==> config.mk <==
export PLATFORM = sky130hd
export DESIGN_NAME = scrub_top
export DESIGN_NICKNAME = d
export VERILOG_FILES = /design/src/common/scrub_pkg.sv /design/src/design/reset_flr.sv /design/src/design/scrub_ctrl_status.sv /design/src/design/scrub_top.sv /design/src/scrubber/scrub_arbiter.sv /design/src/scrubber/scrub_engine.sv
export SDC_FILE = /design/constraint.sdc
export NUM_CORES = 1
export LEC_CHECK = 0
export BUFFER_PORTS_ARGS = -buffer_cell sky130_fd_sc_hd__buf_2
export CAP_MARGIN = 40
export CELL_PAD_IN_SITES_DETAIL_PLACEMENT = 2
export CELL_PAD_IN_SITES_GLOBAL_PLACEMENT = 2
export CORE_MARGIN = 5
export CORE_UTILIZATION = 35
export DETAILED_ROUTE_END_ITERATION = 12
export PLACE_DENSITY = 0.87
export SYNTH_ARGS = -nofsm -noshare
export SYNTH_HDL_FRONTEND = slang
export SYNTH_SLANG_ARGS = --single-unit
==> constraint.sdc <==
create_clock -name clk -period 4.1 [get_ports clk]
set_clock_uncertainty 0.05 [all_clocks]
set_input_delay 0.82 -clock clk [delete_from_list [all_inputs] [get_ports clk]]
set_output_delay 0.82 -clock clk [all_outputs]
set_load 0.02 [all_outputs]
==> src/common/scrub_pkg.sv <==
// Widths, control and status field positions, constants and payload types shared by the scrubber RTL

package scrub_pkg;

  // ------------------------------------------------------------
  // Channel and address sizing
  // ------------------------------------------------------------

  localparam int NUM_CHAN = 4;
  localparam int CHAN_W   = $clog2(NUM_CHAN);
  localparam int ADDR_W   = 16;

  // Last channel index, so channel 0 wins the first round-robin pick
  localparam logic [CHAN_W-1:0] CHAN_LAST = CHAN_W'(NUM_CHAN - 1);

  // Region swept by every engine, scaled down for simulation
  localparam logic [ADDR_W-1:0] SCRB_MAX_ADDR  = 16'h01FF;
  localparam int                SCRB_BURST_LEN = 16;
  localparam logic [ADDR_W-1:0] BURST_STEP     = ADDR_W'(SCRB_BURST_LEN);

  // Reset synchronizer depth ahead of the final two flops
  localparam int RST_STAGES = 4;

  // ------------------------------------------------------------
  // Control word ctl0
  // ------------------------------------------------------------

  // Bit 31 debug enable, bits 30:28 debug channel select
  // Bits 3:0 carry one scrub enable per channel
  localparam int CTL_DBG_EN_BIT  = 31;
  localparam int CTL_DBG_SEL_LSB = 28;
  localparam int DBG_SEL_W       = 3;

  // ------------------------------------------------------------
  // Status word and ID readout
  // ------------------------------------------------------------

  localparam logic [19:0] STAT_FILLER = 20'hA1111;
  localparam logic [3:0]  STAT_MARK   = 4'hF;
  localparam logic [31:0] CL_ID0      = 32'h1D0F_ABCD;

  // Engine FSM encoding, also reported in the status word
  typedef enum logic [2:0] {
    IDLE     = 3'd0,
    REQ      = 3'd1,
    WAIT_REL = 3'd2,
    NEXT     = 3'd3,
    DONE     = 3'd4
  } scrb_state_e;

  // Per-channel status returned to the control block
  typedef struct packed {
    scrb_state_e       state;
    logic              done;
    logic [ADDR_W-1:0] addr;
  } scrb_stat_t;

  // Burst request presented on the shared memory port
  typedef struct packed {
    logic [ADDR_W-1:0] addr;
    logic [CHAN_W-1:0] chan;
  } mem_req_t;

endpackage

==> src/design/reset_flr.sv <==
// Reset synchronizer feeding every block, plus the function-level-reset done response
`timescale 1ns/1ps

module reset_flr
(
  input  logic clk,
  input  logic rst_main_n,
  input  logic flr_assert,
  output logic sync_rst_n,
  output logic flr_done
);

  logic [scrub_pkg::RST_STAGES-1:0] rst_pipe;
  logic                             pipe_rst_n;
  logic                             pre_sync_rst_n;
  logic                             flr_assert_q;

  // Staged release of the raw reset, cleared at once on assertion
  always_ff @(posedge clk or negedge rst_main_n)
    if (!rst_main_n)
      rst_pipe <= '0;
    else
      rst_pipe <= {rst_pipe[scrub_pkg::RST_STAGES-2:0], 1'b1};

  assign pipe_rst_n = rst_pipe[scrub_pkg::RST_STAGES-1];

  always_ff @(posedge clk or negedge pipe_rst_n)
    if (!pipe_rst_n)
    begin
      pre_sync_rst_n <= 1'b0;
      sync_rst_n     <= 1'b0;
    end
    else
    begin
      pre_sync_rst_n <= 1'b1;
      sync_rst_n     <= pre_sync_rst_n;
    end

  // FLR handshake, done pulses every other cycle while the request is held
  always_ff @(posedge clk or negedge sync_rst_n)
    if (!sync_rst_n)
    begin
      flr_assert_q <= 1'b0;
      flr_done     <= 1'b0;
    end
    else
    begin
      flr_assert_q <= flr_assert;
      flr_done     <= flr_assert_q && !flr_done;
    end

endmodule

==> src/design/scrub_ctrl_status.sv <==
// Control word register, registered status word and debug ID readout for the scrub channels
`timescale 1ns/1ps

module scrub_ctrl_status
(
  input  logic                                        clk,
  input  logic                                        sync_rst_n,
  input  logic [31:0]                                 ctl0,
  input  logic [scrub_pkg::NUM_CHAN-1:0]              mem_ready,
  input  scrub_pkg::scrb_stat_t [scrub_pkg::NUM_CHAN-1:0] chan_stat,
  output logic [scrub_pkg::NUM_CHAN-1:0]              enable,
  output logic [31:0]                                 status0,
  output logic [31:0]                                 dbg_id
);

  logic [31:0]                     ctl0_q;
  logic [scrub_pkg::NUM_CHAN-1:0]  ready_q;
  logic                            dbg_en;
  logic [scrub_pkg::DBG_SEL_W-1:0] dbg_sel;
  logic [scrub_pkg::CHAN_W-1:0]    dbg_chan;
  logic [scrub_pkg::NUM_CHAN-1:0]  done_vec;
  logic [19:0]                     state_field;
  logic [31:0]                     status_nxt;
  logic [31:0]                     id_nxt;

  // ------------------------------------------------------------
  // Control word
  // ------------------------------------------------------------

  always_ff @(posedge clk or negedge sync_rst_n)
    if (!sync_rst_n)
    begin
      ctl0_q  <= '0;
      ready_q <= '0;
    end
    else
    begin
      ctl0_q  <= ctl0;
      ready_q <= mem_ready;
    end

  assign enable  = ctl0_q[scrub_pkg::NUM_CHAN-1:0];
  assign dbg_en  = ctl0_q[scrub_pkg::CTL_DBG_EN_BIT];
  assign dbg_sel = ctl0_q[scrub_pkg::CTL_DBG_SEL_LSB +: scrub_pkg::DBG_SEL_W];

  // Out of range selects fall back to channel 0
  assign dbg_chan = (dbg_sel < scrub_pkg::NUM_CHAN) ? dbg_sel[scrub_pkg::CHAN_W-1:0] : '0;

  // ------------------------------------------------------------
  // Status word
  // ------------------------------------------------------------

  // Debug view puts each 3-bit state in its own nibble above a zero nibble
  always_comb
  begin
    state_field = '0;
    done_vec    = '0;
    for (int i = 0; i < scrub_pkg::NUM_CHAN; i++)
    begin
      state_field[4 + 4*i +: 3] = chan_stat[i].state;
      done_vec[i]               = chan_stat[i].done;
    end
  end

  assign status_nxt = {dbg_en ? state_field : scrub_pkg::STAT_FILLER,
                       scrub_pkg::STAT_MARK, done_vec, ready_q};

  assign id_nxt = dbg_en ? {{(32-scrub_pkg::ADDR_W){1'b0}}, chan_stat[dbg_chan].addr}
                         : scrub_pkg::CL_ID0;

  always_ff @(posedge clk or negedge sync_rst_n)
    if (!sync_rst_n)
    begin
      status0 <= {scrub_pkg::STAT_FILLER, scrub_pkg::STAT_MARK,
                  {(2*scrub_pkg::NUM_CHAN){1'b0}}};
      dbg_id  <= scrub_pkg::CL_ID0;
    end
    else
    begin
      status0 <= status_nxt;
      dbg_id  <= id_nxt;
    end

endmodule

==> src/design/scrub_top.sv <==
// Scrubber top level joining reset, four scrub engines, the port arbiter and control/status
`timescale 1ns/1ps

module scrub_top
(
  input  logic                           clk,
  input  logic                           rst_main_n,
  input  logic [31:0]                    ctl0,
  input  logic [scrub_pkg::NUM_CHAN-1:0] mem_ready,
  input  logic                           flr_assert,
  input  logic                           mem_ack,
  output logic                           mem_req,
  output scrub_pkg::mem_req_t            mem_cmd,
  output logic [31:0]                    status0,
  output logic [31:0]                    dbg_id,
  output logic                           flr_done
);

  logic                                                  sync_rst_n;
  logic [scrub_pkg::NUM_CHAN-1:0]                        enable;
  logic [scrub_pkg::NUM_CHAN-1:0]                        chan_req;
  logic [scrub_pkg::NUM_CHAN-1:0]                        chan_ack;
  logic [scrub_pkg::NUM_CHAN-1:0][scrub_pkg::ADDR_W-1:0] chan_addr;
  scrub_pkg::scrb_stat_t [scrub_pkg::NUM_CHAN-1:0]       chan_stat;

  reset_flr i_reset_flr
  (
    .clk        (clk),
    .rst_main_n (rst_main_n),
    .flr_assert (flr_assert),
    .sync_rst_n (sync_rst_n),
    .flr_done   (flr_done)
  );

  // ------------------------------------------------------------
  // Scrub channels
  // ------------------------------------------------------------

  for (genvar i = 0; i < scrub_pkg::NUM_CHAN; i++)
  begin : g_engine
    scrub_engine i_scrub_engine
    (
      .clk        (clk),
      .sync_rst_n (sync_rst_n),
      .enable     (enable[i]),
      .ack        (chan_ack[i]),
      .req        (chan_req[i]),
      .addr       (chan_addr[i]),
      .stat       (chan_stat[i])
    );
  end

  scrub_arbiter i_scrub_arbiter
  (
    .clk        (clk),
    .sync_rst_n (sync_rst_n),
    .chan_req   (chan_req),
    .chan_addr  (chan_addr),
    .chan_ack   (chan_ack),
    .mem_req    (mem_req),
    .mem_cmd    (mem_cmd),
    .mem_ack    (mem_ack)
  );

  scrub_ctrl_status i_scrub_ctrl_status
  (
    .clk        (clk),
    .sync_rst_n (sync_rst_n),
    .ctl0       (ctl0),
    .mem_ready  (mem_ready),
    .chan_stat  (chan_stat),
    .enable     (enable),
    .status0    (status0),
    .dbg_id     (dbg_id)
  );

endmodule

==> src/scrubber/scrub_arbiter.sv <==
// Round-robin arbiter that shares one four-phase memory request port among the scrub engines
`timescale 1ns/1ps

module scrub_arbiter
(
  input  logic                                                  clk,
  input  logic                                                  sync_rst_n,
  input  logic [scrub_pkg::NUM_CHAN-1:0]                        chan_req,
  input  logic [scrub_pkg::NUM_CHAN-1:0][scrub_pkg::ADDR_W-1:0] chan_addr,
  output logic [scrub_pkg::NUM_CHAN-1:0]                        chan_ack,
  output logic                                                  mem_req,
  output scrub_pkg::mem_req_t                                   mem_cmd,
  input  logic                                                  mem_ack
);

  logic                                busy;
  logic [scrub_pkg::NUM_CHAN-1:0]      grant;
  logic [scrub_pkg::CHAN_W-1:0]        last_chan;
  logic [scrub_pkg::CHAN_W-1:0]        pick_chan;
  logic                                pick_vld;

  // First waiting channel after the last one granted, in cyclic order
  always_comb
  begin : rr_pick
    logic [scrub_pkg::CHAN_W-1:0] idx;
    pick_vld  = 1'b0;
    pick_chan = last_chan;
    for (int off = 0; off < scrub_pkg::NUM_CHAN; off++)
    begin
      idx = last_chan + 1'b1 + off[scrub_pkg::CHAN_W-1:0];
      if (!pick_vld && chan_req[idx])
      begin
        pick_vld  = 1'b1;
        pick_chan = idx;
      end
    end
  end

  // ------------------------------------------------------------
  // Port handshake
  // ------------------------------------------------------------

  // busy with mem_req high waits for ack, busy with mem_req low waits for release
  always_ff @(posedge clk or negedge sync_rst_n)
    if (!sync_rst_n)
    begin
      busy      <= 1'b0;
      mem_req   <= 1'b0;
      grant     <= '0;
      last_chan <= scrub_pkg::CHAN_LAST;
    end
    else if (!busy)
    begin
      if (pick_vld)
      begin
        busy      <= 1'b1;
        mem_req   <= 1'b1;
        grant     <= {{(scrub_pkg::NUM_CHAN-1){1'b0}}, 1'b1} << pick_chan;
        last_chan <= pick_chan;
      end
    end
    else if (mem_req)
    begin
      if (mem_ack)
        mem_req <= 1'b0;
    end
    else if (!mem_ack)
    begin
      busy  <= 1'b0;
      grant <= '0;
    end

  always_ff @(posedge clk)
    if (!busy && pick_vld)
    begin
      mem_cmd.addr <= chan_addr[pick_chan];
      mem_cmd.chan <= pick_chan;
    end

  // Ack is steered back to the granted engine only
  assign chan_ack = grant & {scrub_pkg::NUM_CHAN{mem_ack}};

  // ------------------------------------------------------------
  // Checks
  // ------------------------------------------------------------

  a_grant_onehot : assert property (@(posedge clk) disable iff (!sync_rst_n)
    $onehot0(grant))
    else $error("scrub_arbiter grant is not one-hot");

  a_cmd_stable : assert property (@(posedge clk) disable iff (!sync_rst_n)
    mem_req |=> !mem_req || $stable(mem_cmd))
    else $error("scrub_arbiter mem_cmd moved while mem_req was high");

endmodule

==> src/scrubber/scrub_engine.sv <==
// One scrub channel that sweeps its region burst by burst over a four-phase request port
`timescale 1ns/1ps

module scrub_engine
(
  input  logic                         clk,
  input  logic                         sync_rst_n,
  input  logic                         enable,
  input  logic                         ack,
  output logic                         req,
  output logic [scrub_pkg::ADDR_W-1:0] addr,
  output scrub_pkg::scrb_stat_t        stat
);

  scrub_pkg::scrb_state_e       state;
  scrub_pkg::scrb_state_e       state_nxt;
  logic [scrub_pkg::ADDR_W-1:0] addr_nxt;
  logic [scrub_pkg::ADDR_W-1:0] addr_step;

  assign addr_step = addr + scrub_pkg::BURST_STEP;

  // ------------------------------------------------------------
  // Sweep FSM
  // ------------------------------------------------------------

  // A disable seen mid-handshake takes effect once the burst has retired,
  // so the shared port never sees a request vanish before its ack
  always_comb
  begin
    state_nxt = state;
    addr_nxt  = addr;
    case (state)
      scrub_pkg::IDLE:
        if (enable)
          state_nxt = scrub_pkg::REQ;
      scrub_pkg::REQ:
        if (ack)
          state_nxt = scrub_pkg::WAIT_REL;
      scrub_pkg::WAIT_REL:
        if (!ack)
          state_nxt = scrub_pkg::NEXT;
      scrub_pkg::NEXT:
        if (!enable)
        begin
          state_nxt = scrub_pkg::IDLE;
          addr_nxt  = '0;
        end
        else
        begin
          addr_nxt = addr_step;
          if (addr_step > scrub_pkg::SCRB_MAX_ADDR)
            state_nxt = scrub_pkg::DONE;
          else
            state_nxt = scrub_pkg::REQ;
        end
      scrub_pkg::DONE:
        if (!enable)
        begin
          state_nxt = scrub_pkg::IDLE;
          addr_nxt  = '0;
        end
      default:
      begin
        state_nxt = scrub_pkg::IDLE;
        addr_nxt  = '0;
      end
    endcase
  end

  always_ff @(posedge clk or negedge sync_rst_n)
    if (!sync_rst_n)
    begin
      state <= scrub_pkg::IDLE;
      addr  <= '0;
    end
    else
    begin
      state <= state_nxt;
      addr  <= addr_nxt;
    end

  // Request is held for the whole REQ state, addr is the burst start
  assign req = (state == scrub_pkg::REQ);

  assign stat.state = state;
  assign stat.done  = (state == scrub_pkg::DONE);
  assign stat.addr  = addr;

  // ------------------------------------------------------------
  // Checks
  // ------------------------------------------------------------

  property p_addr_stable;
    @(posedge clk) disable iff (!sync_rst_n)
      req |=> !req || $stable(addr);
  endproperty

  a_addr_stable : assert property (p_addr_stable)
    else $error("scrub_engine addr moved while req was high");

endmodule

Yosys cells after proc, flatten, opt, wreduce, memory -nomap -nowiden
Index checks and enable logic that the tools add are counted.
{"block": "totals", "word_cells": 187, "inputBits": 40, "out_inout_bits": 84, "latch_bits": 0, "n_memories": 0, "rom_bits": 0, "ramBits": 0, "regBits": 203}
{"block": "classes", "n_reduce_logical": 29, "n_mul": 0, "n_bitwise": 6, "muxes": 75, "n_lt_le_gt_ge": 11, "n_div": 0, "shifts": 1, "addsub": 8, "eq_ne": 34}
{"operator": "$pmux 16 s3", "count": 4}
{"operator": "$mux 16", "count": 10}
{"operator": "$mux 3", "count": 24}
{"operator": "$add 16x5->16 const B", "count": 4}
{"operator": "$gt 16x9->1 const B", "count": 4}
{"operator": "$pmux 3 s5", "count": 4}
{"operator": "$bmux 20 s2", "count": 1}
{"operator": "$bmux 16 s2", "count": 1}
{"operator": "$mux 29", "count": 1}
{"operator": "$ne 2x2->1 const B", "count": 14}
{"operator": "$eq 3x2->1 const B", "count": 8}
{"operator": "$mux 20", "count": 1}
{"operator": "$lt 2x3->1 const B", "count": 6}
{"operator": "$mux 1", "count": 16}
{"operator": "$mux 4", "count": 4}
{"operator": "$reduce_and 4->1", "count": 4}
{"operator": "$eq 3x1->1 const B", "count": 4}
{"operator": "$eq 3x3->1 const B", "count": 4}
{"operator": "$logic_not 3->1", "count": 4}
{"operator": "$reduce_or 3->1", "count": 4}
{"operator": "$mux 2", "count": 5}
{"operator": "$reduce_and 2->1", "count": 5}
{"operator": "$bmux 1 s2", "count": 4}
{"operator": "$ne 2x1->1 const B", "count": 4}
{"operator": "other kinds (10)", "count": 24}

Depth between registers and ports, before layout
Gate-level depths: netlist of the first run.
{"block": "logic_depth", "depth_word": 16, "depth_mapped": 8, "mapped_depth_nobuf": 6}

By module
Synthesis of the first run repeated with hierarchy kept, for this count alone.
{"block": "hier_totals", "hier_cells": 804, "hier_area_um2": 8232.9}
{"module": "scrub_engine (g_engine[0].i_scrub_engine ...)", "instances": 3, "cells_each": 127, "area_per_inst_um2": 1081.0, "seq_area_each_um2": 375.4}
{"module": "scrub_ctrl_status", "instances": 1, "cells_each": 160, "area_per_inst_um2": 2100.8, "seq_area_each_um2": 1244.9}
{"module": "scrub_arbiter", "instances": 1, "cells_each": 124, "area_per_inst_um2": 1599.0, "seq_area_each_um2": 743.2}
{"module": "scrub_engine (g_engine[3].i_scrub_engine)", "instances": 1, "cells_each": 129, "area_per_inst_um2": 1072.3, "seq_area_each_um2": 375.4}
{"module": "reset_flr", "instances": 1, "cells_each": 10, "area_per_inst_um2": 217.7, "seq_area_each_um2": 200.2}

Worst setup path before layout of the first run
OpenSTA, ideal clock, no wires.
{"block": "synth_timing", "path_type": "reg2reg", "from": "register g_engine[0].i_scrub_engine.state[0]", "to": "register i_scrub_arbiter.grant[3] (netlist bit)", "path_buffers": 2, "required_time_ns": 3.930, "setup_slack_ns": 1.939, "setup_time_ns": 0.120, "stages_incl_launch_ff": 8, "synth_period_minus_slack_ns": 2.161, "arrival_time_ns": 1.991, "path_cell_list": "dfrtp_1 > buf_2 > nor3b_1 > or4_1 > clkbuf_1 > nand2b_1 > inv_1 > a31o_2"}
{"block": "synth_between", "elab_chain_cells": 16, "word_cells_on_any_way": 28, "cone_classes": "eq/ne: 1; shift: 1; mux: 18; reduce/logical: 8"}
{"element": "start: declaration", "line_no": "scrub_engine.sv:15", "source": "scrub_pkg::scrb_state_e state;"}
{"element": "start signal: assignment", "line_no": "scrub_engine.sv:73", "source": "state <= scrub_pkg::IDLE;"}
{"element": "start signal: assignment", "line_no": "scrub_engine.sv:78", "source": "state <= state_nxt;"}
{"element": "$eq 3x1->1 (*)", "line_no": "scrub_engine.sv:83", "source": "assign req = (state == scrub_pkg::REQ);"}
{"element": "$bmux 1 s2", "line_no": "scrub_arbiter.sv:31", "source": "if (!pick_vld && chan_req[idx])"}
{"element": "$mux 1 (not written as such)", "line_no": "scrub_arbiter.sv:31"}
{"element": "$mux 1", "line_no": "scrub_arbiter.sv:31"}
{"element": "$logic_not 1->1", "line_no": "scrub_arbiter.sv:31"}
{"element": "$logic_and 1x1->1", "line_no": "scrub_arbiter.sv:31"}
{"element": "$mux 1", "line_no": "scrub_arbiter.sv:31"}
{"element": "$logic_not 1->1", "line_no": "scrub_arbiter.sv:31"}
{"element": "$logic_and 1x1->1", "line_no": "scrub_arbiter.sv:31"}
{"element": "$mux 1", "line_no": "scrub_arbiter.sv:31"}
{"element": "$logic_not 1->1", "line_no": "scrub_arbiter.sv:31"}
{"element": "$logic_and 1x1->1", "line_no": "scrub_arbiter.sv:31"}
{"element": "$mux 2", "line_no": "scrub_arbiter.sv:31"}
{"element": "$shl 1x2->4", "line_no": "scrub_arbiter.sv:58", "source": "grant <= {{(scrub_pkg::NUM_CHAN-1){1'b0}}, 1'b1} << pick_chan;"}
{"element": "$mux 4", "line_no": "scrub_arbiter.sv:54", "source": "if (pick_vld)"}
{"element": "$mux 4", "line_no": "scrub_arbiter.sv:52", "source": "else if (!busy)"}
{"element": "end signal: assignment", "line_no": "scrub_arbiter.sv:58"}
{"element": "end: declaration", "line_no": "scrub_arbiter.sv:17", "source": "logic [scrub_pkg::NUM_CHAN-1:0] grant;"}
Every way passes the cells marked *; elsewhere a longest branch is shown, timed or not. The select of a mux whose other input is x is not followed.
A chain may end at the register's enable or synchronous reset.

Final worst setup path of the first run
{"block": "layout_timing", "from": "register g_engine[1].i_scrub_engine.state[0]", "to": "register i_scrub_arbiter.mem_cmd[15] (netlist name)"}
{"block": "layout_between", "elab_chain_cells": 15, "word_cells_on_any_way": 24, "cone_classes": "eq/ne: 1; mux: 17; reduce/logical: 6"}
{"element": "start: declaration", "line_no": "scrub_engine.sv:15"}
{"element": "start signal: assignment", "line_no": "scrub_engine.sv:73"}
{"element": "start signal: assignment", "line_no": "scrub_engine.sv:78"}
{"element": "$eq 3x1->1 (*)", "line_no": "scrub_engine.sv:83"}
{"element": "$bmux 1 s2", "line_no": "scrub_arbiter.sv:31"}
{"element": "$mux 1 (not written as such)", "line_no": "scrub_arbiter.sv:31"}
{"element": "$mux 1", "line_no": "scrub_arbiter.sv:31"}
{"element": "$logic_not 1->1", "line_no": "scrub_arbiter.sv:31"}
{"element": "$logic_and 1x1->1", "line_no": "scrub_arbiter.sv:31"}
{"element": "$mux 1", "line_no": "scrub_arbiter.sv:31"}
{"element": "$logic_not 1->1", "line_no": "scrub_arbiter.sv:31"}
{"element": "$logic_and 1x1->1", "line_no": "scrub_arbiter.sv:31"}
{"element": "$mux 1", "line_no": "scrub_arbiter.sv:31"}
{"element": "$logic_not 1->1", "line_no": "scrub_arbiter.sv:31"}
{"element": "$logic_and 1x1->1", "line_no": "scrub_arbiter.sv:31"}
{"element": "$mux 2 (*)", "line_no": "scrub_arbiter.sv:31"}
{"element": "$bmux 16 s2 (*)", "line_no": "scrub_arbiter.sv:76", "source": "mem_cmd.addr <= chan_addr[pick_chan];"}
{"element": "$mux 16 (not written as such) (*)", "line_no": "scrub_arbiter.sv:76"}
Marks and branches as above.

==> results of run 1 <==
worst reg2reg max path, delay by kind of cell, from the launching register on:
kind,cells,cell delay [ns]
compound gates,4,1.15
buf+inv,1,0.41
flops,1,0.53
simple gates,1,0.51
layer usage:
metal  routed length [um]  vias to the layer above  part of all wire  GRT usage
met3                  941                       28             0.041     0.0349
met4                  447                        0             0.020     0.0673
met2                11400                      125              0.50      0.334
li1                     -                     2786                 -          -
met5                    0                        -                 0          0
met1                10100                     3166              0.44      0.250
cell usage in the layout (no fill, tap or decap), types with 8 or more instances in the layout:
cell | Yosys | layout
a31oi_1 | 23 | 23
o31ai_1 | 18 | 18
dfstp_2 | 15 | 15
o21ai_0 | 95 | 95
nor3b_1 | 8 | 8
nor2b_1 | 23 | 23
and2_1 | 15 | 15
nor2_1 | 47 | 47
mux2i_1 | 9 | 9
a21oi_1 | 23 | 23
o41ai_1 | 8 | 8
buf_2 | 12 | 78
nor3_1 | 12 | 12
dfrtp_1 | 108 | 107
a22o_1 | 8 | 8
edfxtp_1 | 14 | 14
nand2b_1 | 13 | 13
a211oi_1 | 28 | 28
conb_1 | 2 | 25
clkbuf_16 | 0 | 17
nand2_1 | 40 | 40
nand3_1 | 37 | 37
nand4_1 | 10 | 10
a32oi_1 | 12 | 12
inv_1 | 11 | 11
sequential cells by signal, indices dropped and copies added, names as in the netlist, 4 cells and up:
name / flops
g_engine.i_scrub_engine.addr: 48
i_scrub_ctrl_status.status0: 21
i_scrub_arbiter.mem_cmd: 14
i_scrub_ctrl_status.dbg_id: 14
g_engine.i_scrub_engine.state: 12
i_scrub_ctrl_status.ctl0_q: 8
i_reset_flr.rst_pipe: 4
i_scrub_arbiter.grant: 4
i_scrub_ctrl_status.ready_q: 4
cell usage after synthesis, types with 3 or more instances:
| library cell | n | area [um2] |
|---|---|---|
| dfrtp_1 | 108 | 2700 |
| o21ai_0 | 95 | 475 |
| clkbuf_1 | 49 | 184 |
| nor2_1 | 47 | 176 |
| nand2_1 | 40 | 150 |
| nand3_1 | 37 | 185 |
| buf_4 | 35 | 263 |
| a211oi_1 | 28 | 210 |
| a21oi_1 | 23 | 115 |
| a31oi_1 | 23 | 144 |
| nor2b_1 | 23 | 144 |
| o31ai_1 | 18 | 135 |
| and2_1 | 15 | 93.8 |
| dfstp_2 | 15 | 394 |
| edfxtp_1 | 14 | 420 |
| nand2b_1 | 13 | 81.3 |
| a32oi_1 | 12 | 105 |
| buf_2 | 12 | 60.1 |
| nor3_1 | 12 | 60.1 |
| inv_1 | 11 | 41.3 |
| nand4_1 | 10 | 62.6 |
| mux2i_1 | 9 | 90.1 |
| a22o_1 | 8 | 70.1 |
| nor3b_1 | 8 | 60.1 |
| o41ai_1 | 8 | 70.1 |
| a21o_1 | 7 | 52.6 |
| and3_1 | 7 | 43.8 |
| or3_1 | 7 | 43.8 |
| xnor2_1 | 6 | 52.6 |
| nand4b_1 | 5 | 43.8 |
| and2_0 | 4 | 25.0 |
| ha_1 | 4 | 50.1 |
| clkbuf_2 | 3 | 15.0 |
| nor4_1 | 3 | 18.8 |
| o211ai_1 | 3 | 22.5 |
| or2_2 | 3 | 18.8 |
| or4_1 | 3 | 22.5 |
layout make-up:
type                            instances  area [um2]
Tap cell                              270         338
Clock buffer                           17         425
Inverter                               11        41.3
Multi-Input combinational cell        539        3230
Timing Repair Buffer                   87         477
Sequential cell                       137        3520
Clock inverter                         15         196
Fill cell                            2251       12100
power by group:
group	switching (W)	leakage [nW]	internal, W
combinational	0.00125	1.42	0.000635
clock	0.000761	0.302	0.000837
sequential	0.000469	1.70	0.00174
logic make-up after synthesis:
family | Yosys count | synth area share
and+or+nand+nor | 248 | 0.188
AOI/OAI and AO/OA | 245 | 0.217
DFF | 137 | 0.487
buffers and inverters | 111 | 0.0784
muxes | 9 | 0.0125
xor gates and xnor gates | 8 | 0.00969
adders and majority gates | 4 | 0.00692
other | 2 | 0.00104
per-stage QoR:
stage          cell area, um2  setup slack [ns]
2_1_floorplan            7310             0.516
3_3_place_gp             7570              1.46
3_5_place_dp             7590              1.30
4_1_cts                  8220              1.26
5_1_grt                  8230              1.08
6_report                 8230              1.21
worst max path at each step:
stage	from	end	slack, ns	cells after the start
after floorplan	i_reset_flr.sync_rst_n	g_engine[0].i_scrub_engine.addr[10]	0.52	0
after global placement	g_engine[1].i_scrub_engine.state[0]	i_scrub_arbiter.mem_cmd[15]	1.46	6
after detailed placement	g_engine[1].i_scrub_engine.state[0]	i_scrub_arbiter.mem_cmd[15]	1.30	6
after CTS	g_engine[1].i_scrub_engine.state[0]	i_scrub_arbiter.mem_cmd[15]	1.26	6
after global routing	g_engine[1].i_scrub_engine.state[0]	i_scrub_arbiter.grant[0]	1.08	6
final	g_engine[1].i_scrub_engine.state[0]	i_scrub_arbiter.mem_cmd[15]	1.21	6
==> results by group, run 1 <==
Critical path
  • CP top delay family: compound AO/OA/AOI/OAI gates
  • CP Buf/Inv Count: 1
  • Critical path required time: 4.24 ns
  • Critical path's largest stage delay: 0.53 ns
  • R2R cell count: 6
  • Critical Path Fanout Max: 26
  • Crit path DAT: 3.03 ns
  • FF-to-FF Start: g_engine[1].i_scrub_engine.state[0]
  • Flop-to-flop setup slack: 1.21 ns
  • Crit path kind: flop to flop
  • CP max-delay cell: dfrtp_1
  • Crit-path cells: nor3b_1 > a22oi_1 > o211ai_1 > buf_4 > a31oi_1 > a32oi_1
  • Worst Setup Start Kind: flop
  • Reg-to-Reg End: i_scrub_arbiter.mem_cmd[15]
  • Crit. End Element: flop

Placed design
  • Placed cells: 1042
  • Number of port buffers: 77
  • DP Wirelength: 15600 um
  • GP Congestion: 0.802

Timing
  • Slew margin rel.: 0.436
  • Hold slack final: 0.123 ns
  • Endpoints failing setup: 0
  • Slew @ Worst Pin: 0.845 ns
  • Slew Viols, Final: 0
  • Total Negative Setup Slacks: 0 ns
  • RSZ-0062 raised after global routing: false
  • Fin crit share: 0.705
  • Fmax: 0.346 GHz
  • Final min period: 2.89 ns
  • Final hold vios: 0

Die
  • Rows: 52
  • Core ar.: 20300 um2
  • Die area: 23600 um2
  • Die width: 154 um
  • IO Pins: 124
  • Die height: 154 um
  • Initial Utilization: 0.356

Detailed routing
  • DR vias: 6105
  • Pre-antenna DRT Iters: 4
  • Per-cell routed wire length: 21.3 um
  • Drt total wl: 22900 um
  • Avg Vias per Cell: 5.67
  • Detail Route Antenna Nets: 0
  • DRC viols: 0
  • 1st-iter DRT viols: 283

Clock network
  • Worst-path clk slew: 0.07 ns
  • CTS H-tree depth: 4
  • Clock root buffer: clkbuf_16
  • CTS Buffer Depth: 2
  • Clk_lat worst skew: 0.44 ns
  • CTS tree: done
  • Clk sinks: 137
  • # resized after CTS: 0
  • Setup Fix Bufs, Post-CTS: 0
  • Cts bufs inserted: 17
  • # hold bufs at CTS: 1

Min path
  • Hold crit path type: input port to asynchronous set/reset pin

Final layout
  • Final design utilization: 0.405
  • Layout cell share with drive strength beyond 1: 0.180
  • # nets final: 837
  • Area grow syn2layout: 13.8%
  • Final Non-Filler Cells: 1076
  • N_diodes: 0

Global routing
  • Antenna violations before repair: 0
  • First-pass GRT wire length: 36900 um
  • Vias in the first global route: 6640
  • Overall Global Routing Usage: 0.195
  • Congestion Overflow GR: 0
  • Pin count of the biggest net entering global routing: 60

Yosys
  • Async S/R FF share, synth: 0.898
  • Synth warn: 0
  • Synth unique cells: 64
  • Cells after Synth: 764
  • Post-Syn Area: 7230 um2
  • Synthesized flop and latch total: 137
  • Post-synth top flop: dfrtp_1
  • Avg Inst Size Synth: 9.46 um2
  • Seq/Total Area, Yosys: 0.487
  • EDFF count, synth: 14

Pwr
  • Pleak: 3.42 nW
  • Maximum vdd drop: 290 uV
  • P per Cell Area: 692 nW/um2
  • Final Power: 0.00569 W

Run
  • Max-cap violations: 0

Status
  • Status: complete, no violations
(Power assumes the default switching activity.)
==> run 2: changes to the inputs <==
CORE_UTILIZATION = 32   (was 35)
PLACE_DENSITY = 0.84   (was 0.87)
clock period = 2.6 ns   (was 4.1 ns; I/O delays follow)
==> run 2 against run 1 <==
First-iteration DRC count grew 25%. Combinational power grew 77%. Global-route usage shrank 0.50 points. Highest routed layer unchanged. Final cell count grew 4.0%.
==> results by group, run 2 (synthesized netlist as in run 1, its figures left out) <==
Status
  • Status: complete, no violations

Pwr
  • P per Cell Area: 1090 nW/um2
  • Pleak: 3.55 nW
  • Maximum vdd drop: 427 uV

Detailed routing
  • DRC viols: 0
  • Avg Vias per Cell: 5.60
  • Pre-antenna DRT Iters: 4
  • 1st-iter DRT viols: 353
  • Drt total wl: 24500 um
  • DR vias: 6265
  • Per-cell routed wire length: 21.9 um
  • Detail Route Antenna Nets: 0

Die
  • IO Pins: 124
  • Die height: 160 um
  • Die area: 25700 um2
  • Initial Utilization: 0.322
  • Die width: 160 um
  • Core ar.: 22400 um2
  • Rows: 55

Final layout
  • Largest register by flop count: g_engine.i_scrub_engine.addr
  • Area grow syn2layout: 17.3%
  • Max FFs per register: 48
  • Final Non-Filler Cells: 1119
  • Filler cell count: 2472
  • Sequential cell area: 3520 um2
  • N_diodes: 0
  • Area of the multi-input gates: 3230 um2
  • Layout cell share with drive strength beyond 1: 0.206
  • # nets final: 865
  • Final design utilization: 0.378
  • Most frequent cells in the layout: 107 x dfrtp_1, 95 x o21ai_0, 77 x buf_2, 47 x nor2_1, 40 x nand2_1
  • Most common cell after layout, fill and taps aside: dfrtp_1
  • Largest registers: g_engine.i_scrub_engine.addr: 48 flops, i_scrub_ctrl_status.status0: 21 flops

Clock network
  • CTS H-tree depth: 4
  • # resized after CTS: 0
  • Clock root buffer: clkbuf_16
  • Cts bufs inserted: 17
  • Clk sinks: 137
  • CTS Buffer Depth: 2
  • Clk_lat worst skew: 0.44 ns
  • CTS tree: done
  • Worst-path clk slew: 0.08 ns

Timing
  • Slew Viols, Final: 0
  • Final min period: 2.51 ns
  • Fmax: 0.399 GHz
  • RSZ-0062 raised after global routing: false
  • Slew @ Worst Pin: 0.853 ns
  • Slew margin rel.: 0.432
  • Fin crit share: 0.964
  • Total Negative Setup Slacks: 0 ns
  • Endpoints failing setup: 0
  • Final hold vios: 0

Critical path
  • Crit. End Element: flop
  • Critical path required time: 2.81 ns
  • FF-to-FF Start: g_engine[1].i_scrub_engine.state[2]
  • Critical path origin: g_engine[1].i_scrub_engine.state[2]
  • Crit path kind: flop to flop
  • Critical Path Fanout Max: 13
  • Capture point of the critical path: i_scrub_arbiter.mem_cmd[8]
  • Worst Setup Start Kind: flop
  • Crit path DAT: 2.71 ns
  • Flop-to-flop setup slack: 0.09 ns
  • R2R cell count: 6
  • Reg-to-Reg End: i_scrub_arbiter.mem_cmd[8]

Global routing
  • Pin count of the biggest net entering global routing: 68
  • Vias in the first global route: 6652
  • Met2 global-route usage: 0.325
  • Overall Global Routing Usage: 0.190
  • GR Util met3: 0.0364
  • GRT busiest layer: met2
  • First-pass GRT wire length: 38900 um
  • Grt met1 use: 0.243
  • Congestion Overflow GR: 0
  • Antenna violations before repair: 0

Run
  • Max-cap violations: 0

Min path
  • Hold Path Stages: 1
  • Hold crit path type: input port to flop

Placed design
  • GP Congestion: 0.839
  • DP Wirelength: 16500 um
  • Placed cells: 1085
  • Number of port buffers: 77
run 2: critical path, stage by stage (launching register included):
cell	delay [ns]
dfrtp_1	0.41
or3b_1	0.43
o211ai_1	0.23
and2_1	0.51
buf_4	0.25
nand3_1	0.12
a32oi_1	0.32
run 2: layout make-up:
cell class,instances,area share
Clock inverter,15,0.0211
Timing Repair Buffer,115,0.0856
Sequential cell,137,0.415
Clock buffer,17,0.0502
Multi-Input combinational cell,539,0.381
Tap cell,285,0.0421
Inverter,11,0.00487
run 2: worst min path at each step:
stage / startpoint / end / slack, ns
global route: mem_ready[3] / i_scrub_ctrl_status.ready_q[3] / 0.11
CTS: mem_ready[3] / i_scrub_ctrl_status.ready_q[3] / 0.11
detailed placement: i_reset_flr.rst_pipe[3] / i_reset_flr.pre_sync_rst_n / -0.02
floorplan: i_reset_flr.rst_pipe[3] / i_reset_flr.pre_sync_rst_n / -0.04
global placement: i_reset_flr.rst_pipe[3] / i_reset_flr.pre_sync_rst_n / -0.03
finish: mem_ready[3] / i_scrub_ctrl_status.ready_q[3] / 0.13
run 2: routing by layer:
metal / wire length, um / vias to the layer above
met3: 956 / 32
li1: - / 2846
met2: 12300 / 147
met5: 0 / -
met1: 10700 / 3240
met4: 509 / 0
run 2: what timing repair did:
action | 4_1_cts | 5_1_grt
buffers inserted | 0 | 0
endpoints found under the hold margin | 6 | 0
hold buffers | 2 | 0
endpoints found under the setup margin | 0 | 0
run 2: report_power, final:
part	switching [W]	leakage, nW	internal (W)	total, W
clock network	0.00122	0.288	0.00130	0.00252
logic	0.00207	1.56	0.00125	0.00332
registers	0.000676	1.70	0.00275	0.00342
run 2: stage by stage:
step	power (W)	hold slack (ns)	instance area [um2]	setup slack, ns
finish	0.00926	0.126	8480	0.0947
global route	0.00976	0.109	8480	0.0112
CTS	0.00933	0.114	8480	0.108
detailed placement	0.00668	-0.0197	7860	0.267
global placement	0.00652	-0.0285	7860	0.319
floorplan	0.00539	-0.0390	7320	0.439
==> run 3: changes to the inputs <==
==> constraint.sdc (replaced) <==
create_clock -name clk -period 2.6 [get_ports clk]
set_clock_uncertainty 0.05 [all_clocks]
set_input_delay 0.39 -clock clk [delete_from_list [all_inputs] [get_ports clk]]
set_output_delay 0.39 -clock clk [all_outputs]
set_load 0.02 [all_outputs]
==> run 3 against run 2 <==
Utilization is 0.70 points higher. Clock-buffer cell count did not move. Sequential share of layout area fell by 0.76 points. Clock power increased by 3%. Critical path type unchanged.
==> results by group, run 3 (synthesized netlist as in run 1, its figures left out) <==
Clock network
  • Cts bufs inserted: 17
  • CTS tree: done
  • Clk sinks: 137
  • Clk_lat worst skew: 0.45 ns
  • Clock root buffer: clkbuf_16
  • Worst-path clk slew: 0.08 ns
  • Setup Fix Bufs, Post-CTS: 0
  • CTS H-tree depth: 4
  • CTS Buffer Depth: 2

Die
  • Die height: 160 um
  • Rows: 55
  • Die width: 160 um
  • Core ar.: 22400 um2
  • Die area: 25700 um2
  • Initial Utilization: 0.322
  • IO Pins: 124

Timing
  • Slew margin rel.: 0.482
  • Final hold vios: 0
  • Fin crit share: 0.932
  • RSZ-0062 raised after global routing: false
  • Endpoints failing setup: 0
  • Worst setup slack after layout: 0.177 ns
  • Slew Viols, Final: 0
  • Fmax: 0.413 GHz
  • Total Negative Setup Slacks: 0 ns
  • Slew @ Worst Pin: 0.773 ns
  • Final min period: 2.42 ns

Final layout
  • Layout cell share with drive strength beyond 1: 0.204
  • Filler cell count: 2437
  • Most frequent cells in the layout: 107 x dfrtp_1, 95 x o21ai_0, 77 x buf_2, 47 x nor2_1, 40 x nand2_1
  • Design Area, Final: 8640 um2
  • Most common cell after layout, fill and taps aside: dfrtp_1
  • Area grow syn2layout: 19.5%
  • Final Non-Filler Cells: 1130
  • N_diodes: 0
  • Final design utilization: 0.385
  • Max FFs per register: 48
  • Largest register by flop count: g_engine.i_scrub_engine.addr
  • # nets final: 876
  • Largest registers: g_engine.i_scrub_engine.addr: 48 flops, i_scrub_ctrl_status.status0: 21 flops

Detailed routing
  • Per-cell routed wire length: 22.0 um
  • Pre-antenna DRT Iters: 4
  • DRC viols: 0
  • Met1 WL: 10800 um
  • DR WL met3: 1000 um
  • 1st-iter DRT viols: 314
  • Detail Route Antenna Nets: 0
  • Avg Vias per Cell: 5.61
  • DR vias: 6341
  • Met2 WL post-DR: 12600 um
  • Drt total wl: 24800 um
  • Max Used Layer: met4

Placed design
  • Number of port buffers: 77
  • Dpl cell area: 7850 um2
  • Post-Place Setup Slack: 0.178 ns
  • GP Congestion: 0.847
  • Placed cells: 1083
  • DP Wirelength: 16400 um

Critical path
  • Crit path DAT: 2.65 ns
  • Critical Path Fanout Max: 11
  • Crit path kind: flop to flop
  • Worst Setup Start Kind: flop
  • Flop-to-flop setup slack: 0.18 ns
  • Crit. End Element: flop
  • Critical path required time: 2.83 ns

Min path
  • Hold crit path type: input port to asynchronous set/reset pin

Global routing
  • Vias in the first global route: 6882
  • Congestion Overflow GR: 0
  • Pin count of the biggest net entering global routing: 50
  • Overall Global Routing Usage: 0.196
  • Antenna violations before repair: 0
  • First-pass GRT wire length: 39700 um

Pwr
  • Pleak: 3.62 nW
  • Maximum vdd drop: 458 uV
  • P per Cell Area: 1090 nW/um2

Run
  • Max-cap violations: 0

Status
  • Status: complete, no violations
[run 3: changes by cell type in the layout (fill, tap and decap cells not counted), sizes merged]
cell,previous run,this run
clkinv,5,6
buf,113,111
bufinv,0,1
dlygate4sd3,2,15
clkinvlp,2,0
[run 3: what timing repair did]
item                       in CTS  in global routing
hold buffers                   15                  0
setup endpoints to repair       0                 10
hold endpoints to repair       19                  0
gates resized for setup         0                  2
[run 3: path summary, 6_finish.rpt]
check | from | endpoint | depth (start not counted)
max in group asynchronous | i_reset_flr.sync_rst_n | i_scrub_ctrl_status.status0[24] | 1
min in group clk | i_scrub_ctrl_status.ready_q[0] | i_scrub_ctrl_status.status0[0] | 0
setup / recovery | g_engine[1].i_scrub_engine.state[1] | i_scrub_arbiter.mem_cmd[8] | 6
setup reg to reg | g_engine[1].i_scrub_engine.state[1] | i_scrub_arbiter.mem_cmd[8] | 6
hold / removal | rst_main_n | i_reset_flr.rst_pipe[2] | 2
hold reg to reg | i_scrub_ctrl_status.ready_q[0] | i_scrub_ctrl_status.status0[0] | 0
[run 3: worst max-delay path, cell delays in order (launching register included)]
cell,delay (ns)
dfrtp_1,0.45
or3b_1,0.42
o211ai_1,0.24
and2_1,0.47
buf_4,0.25
nand3_1,0.12
a32oi_1,0.26
[run 3: routing by layer]
| metal | up-vias | track usage |
|---|---|---|
| li1 | 2869 | - |
| met1 | 3304 | 0.249 |
| met2 | 141 | 0.341 |
| met3 | 27 | 0.0313 |
| met4 | 0 | 0.0641 |
| met5 | - | 0 |
[run 3: area by class of cell]
cell class	count	area, um2	share of cell area
Clock inverter	15	203	0.0235
Sequential cell	137	3520	0.408
Multi-Input combinational cell	539	3240	0.375
Inverter	11	41.3	0.00478
Timing Repair Buffer	126	853	0.0988
Clock buffer	17	425	0.0493
Tap cell	285	357	0.0413
[run 3: power breakdown]
part | switching [W] | internal (W) | total [W]
Clock | 0.00120 | 0.00140 | 0.00260
Sequential | 0.000690 | 0.00275 | 0.00344
Combinational | 0.00209 | 0.00126 | 0.00335
Total | 0.00399 | 0.00540 | 0.00939
[run 3: stage by stage]
step | hold slack [ns] | total power [W]
after detailed placement | -0.0276 | 0.00668
after CTS | 0.218 | 0.00942
after global placement | -0.0326 | 0.00652
after global routing | 0.248 | 0.00990
final | 0.235 | 0.00939
after floorplan | -0.0390 | 0.00539
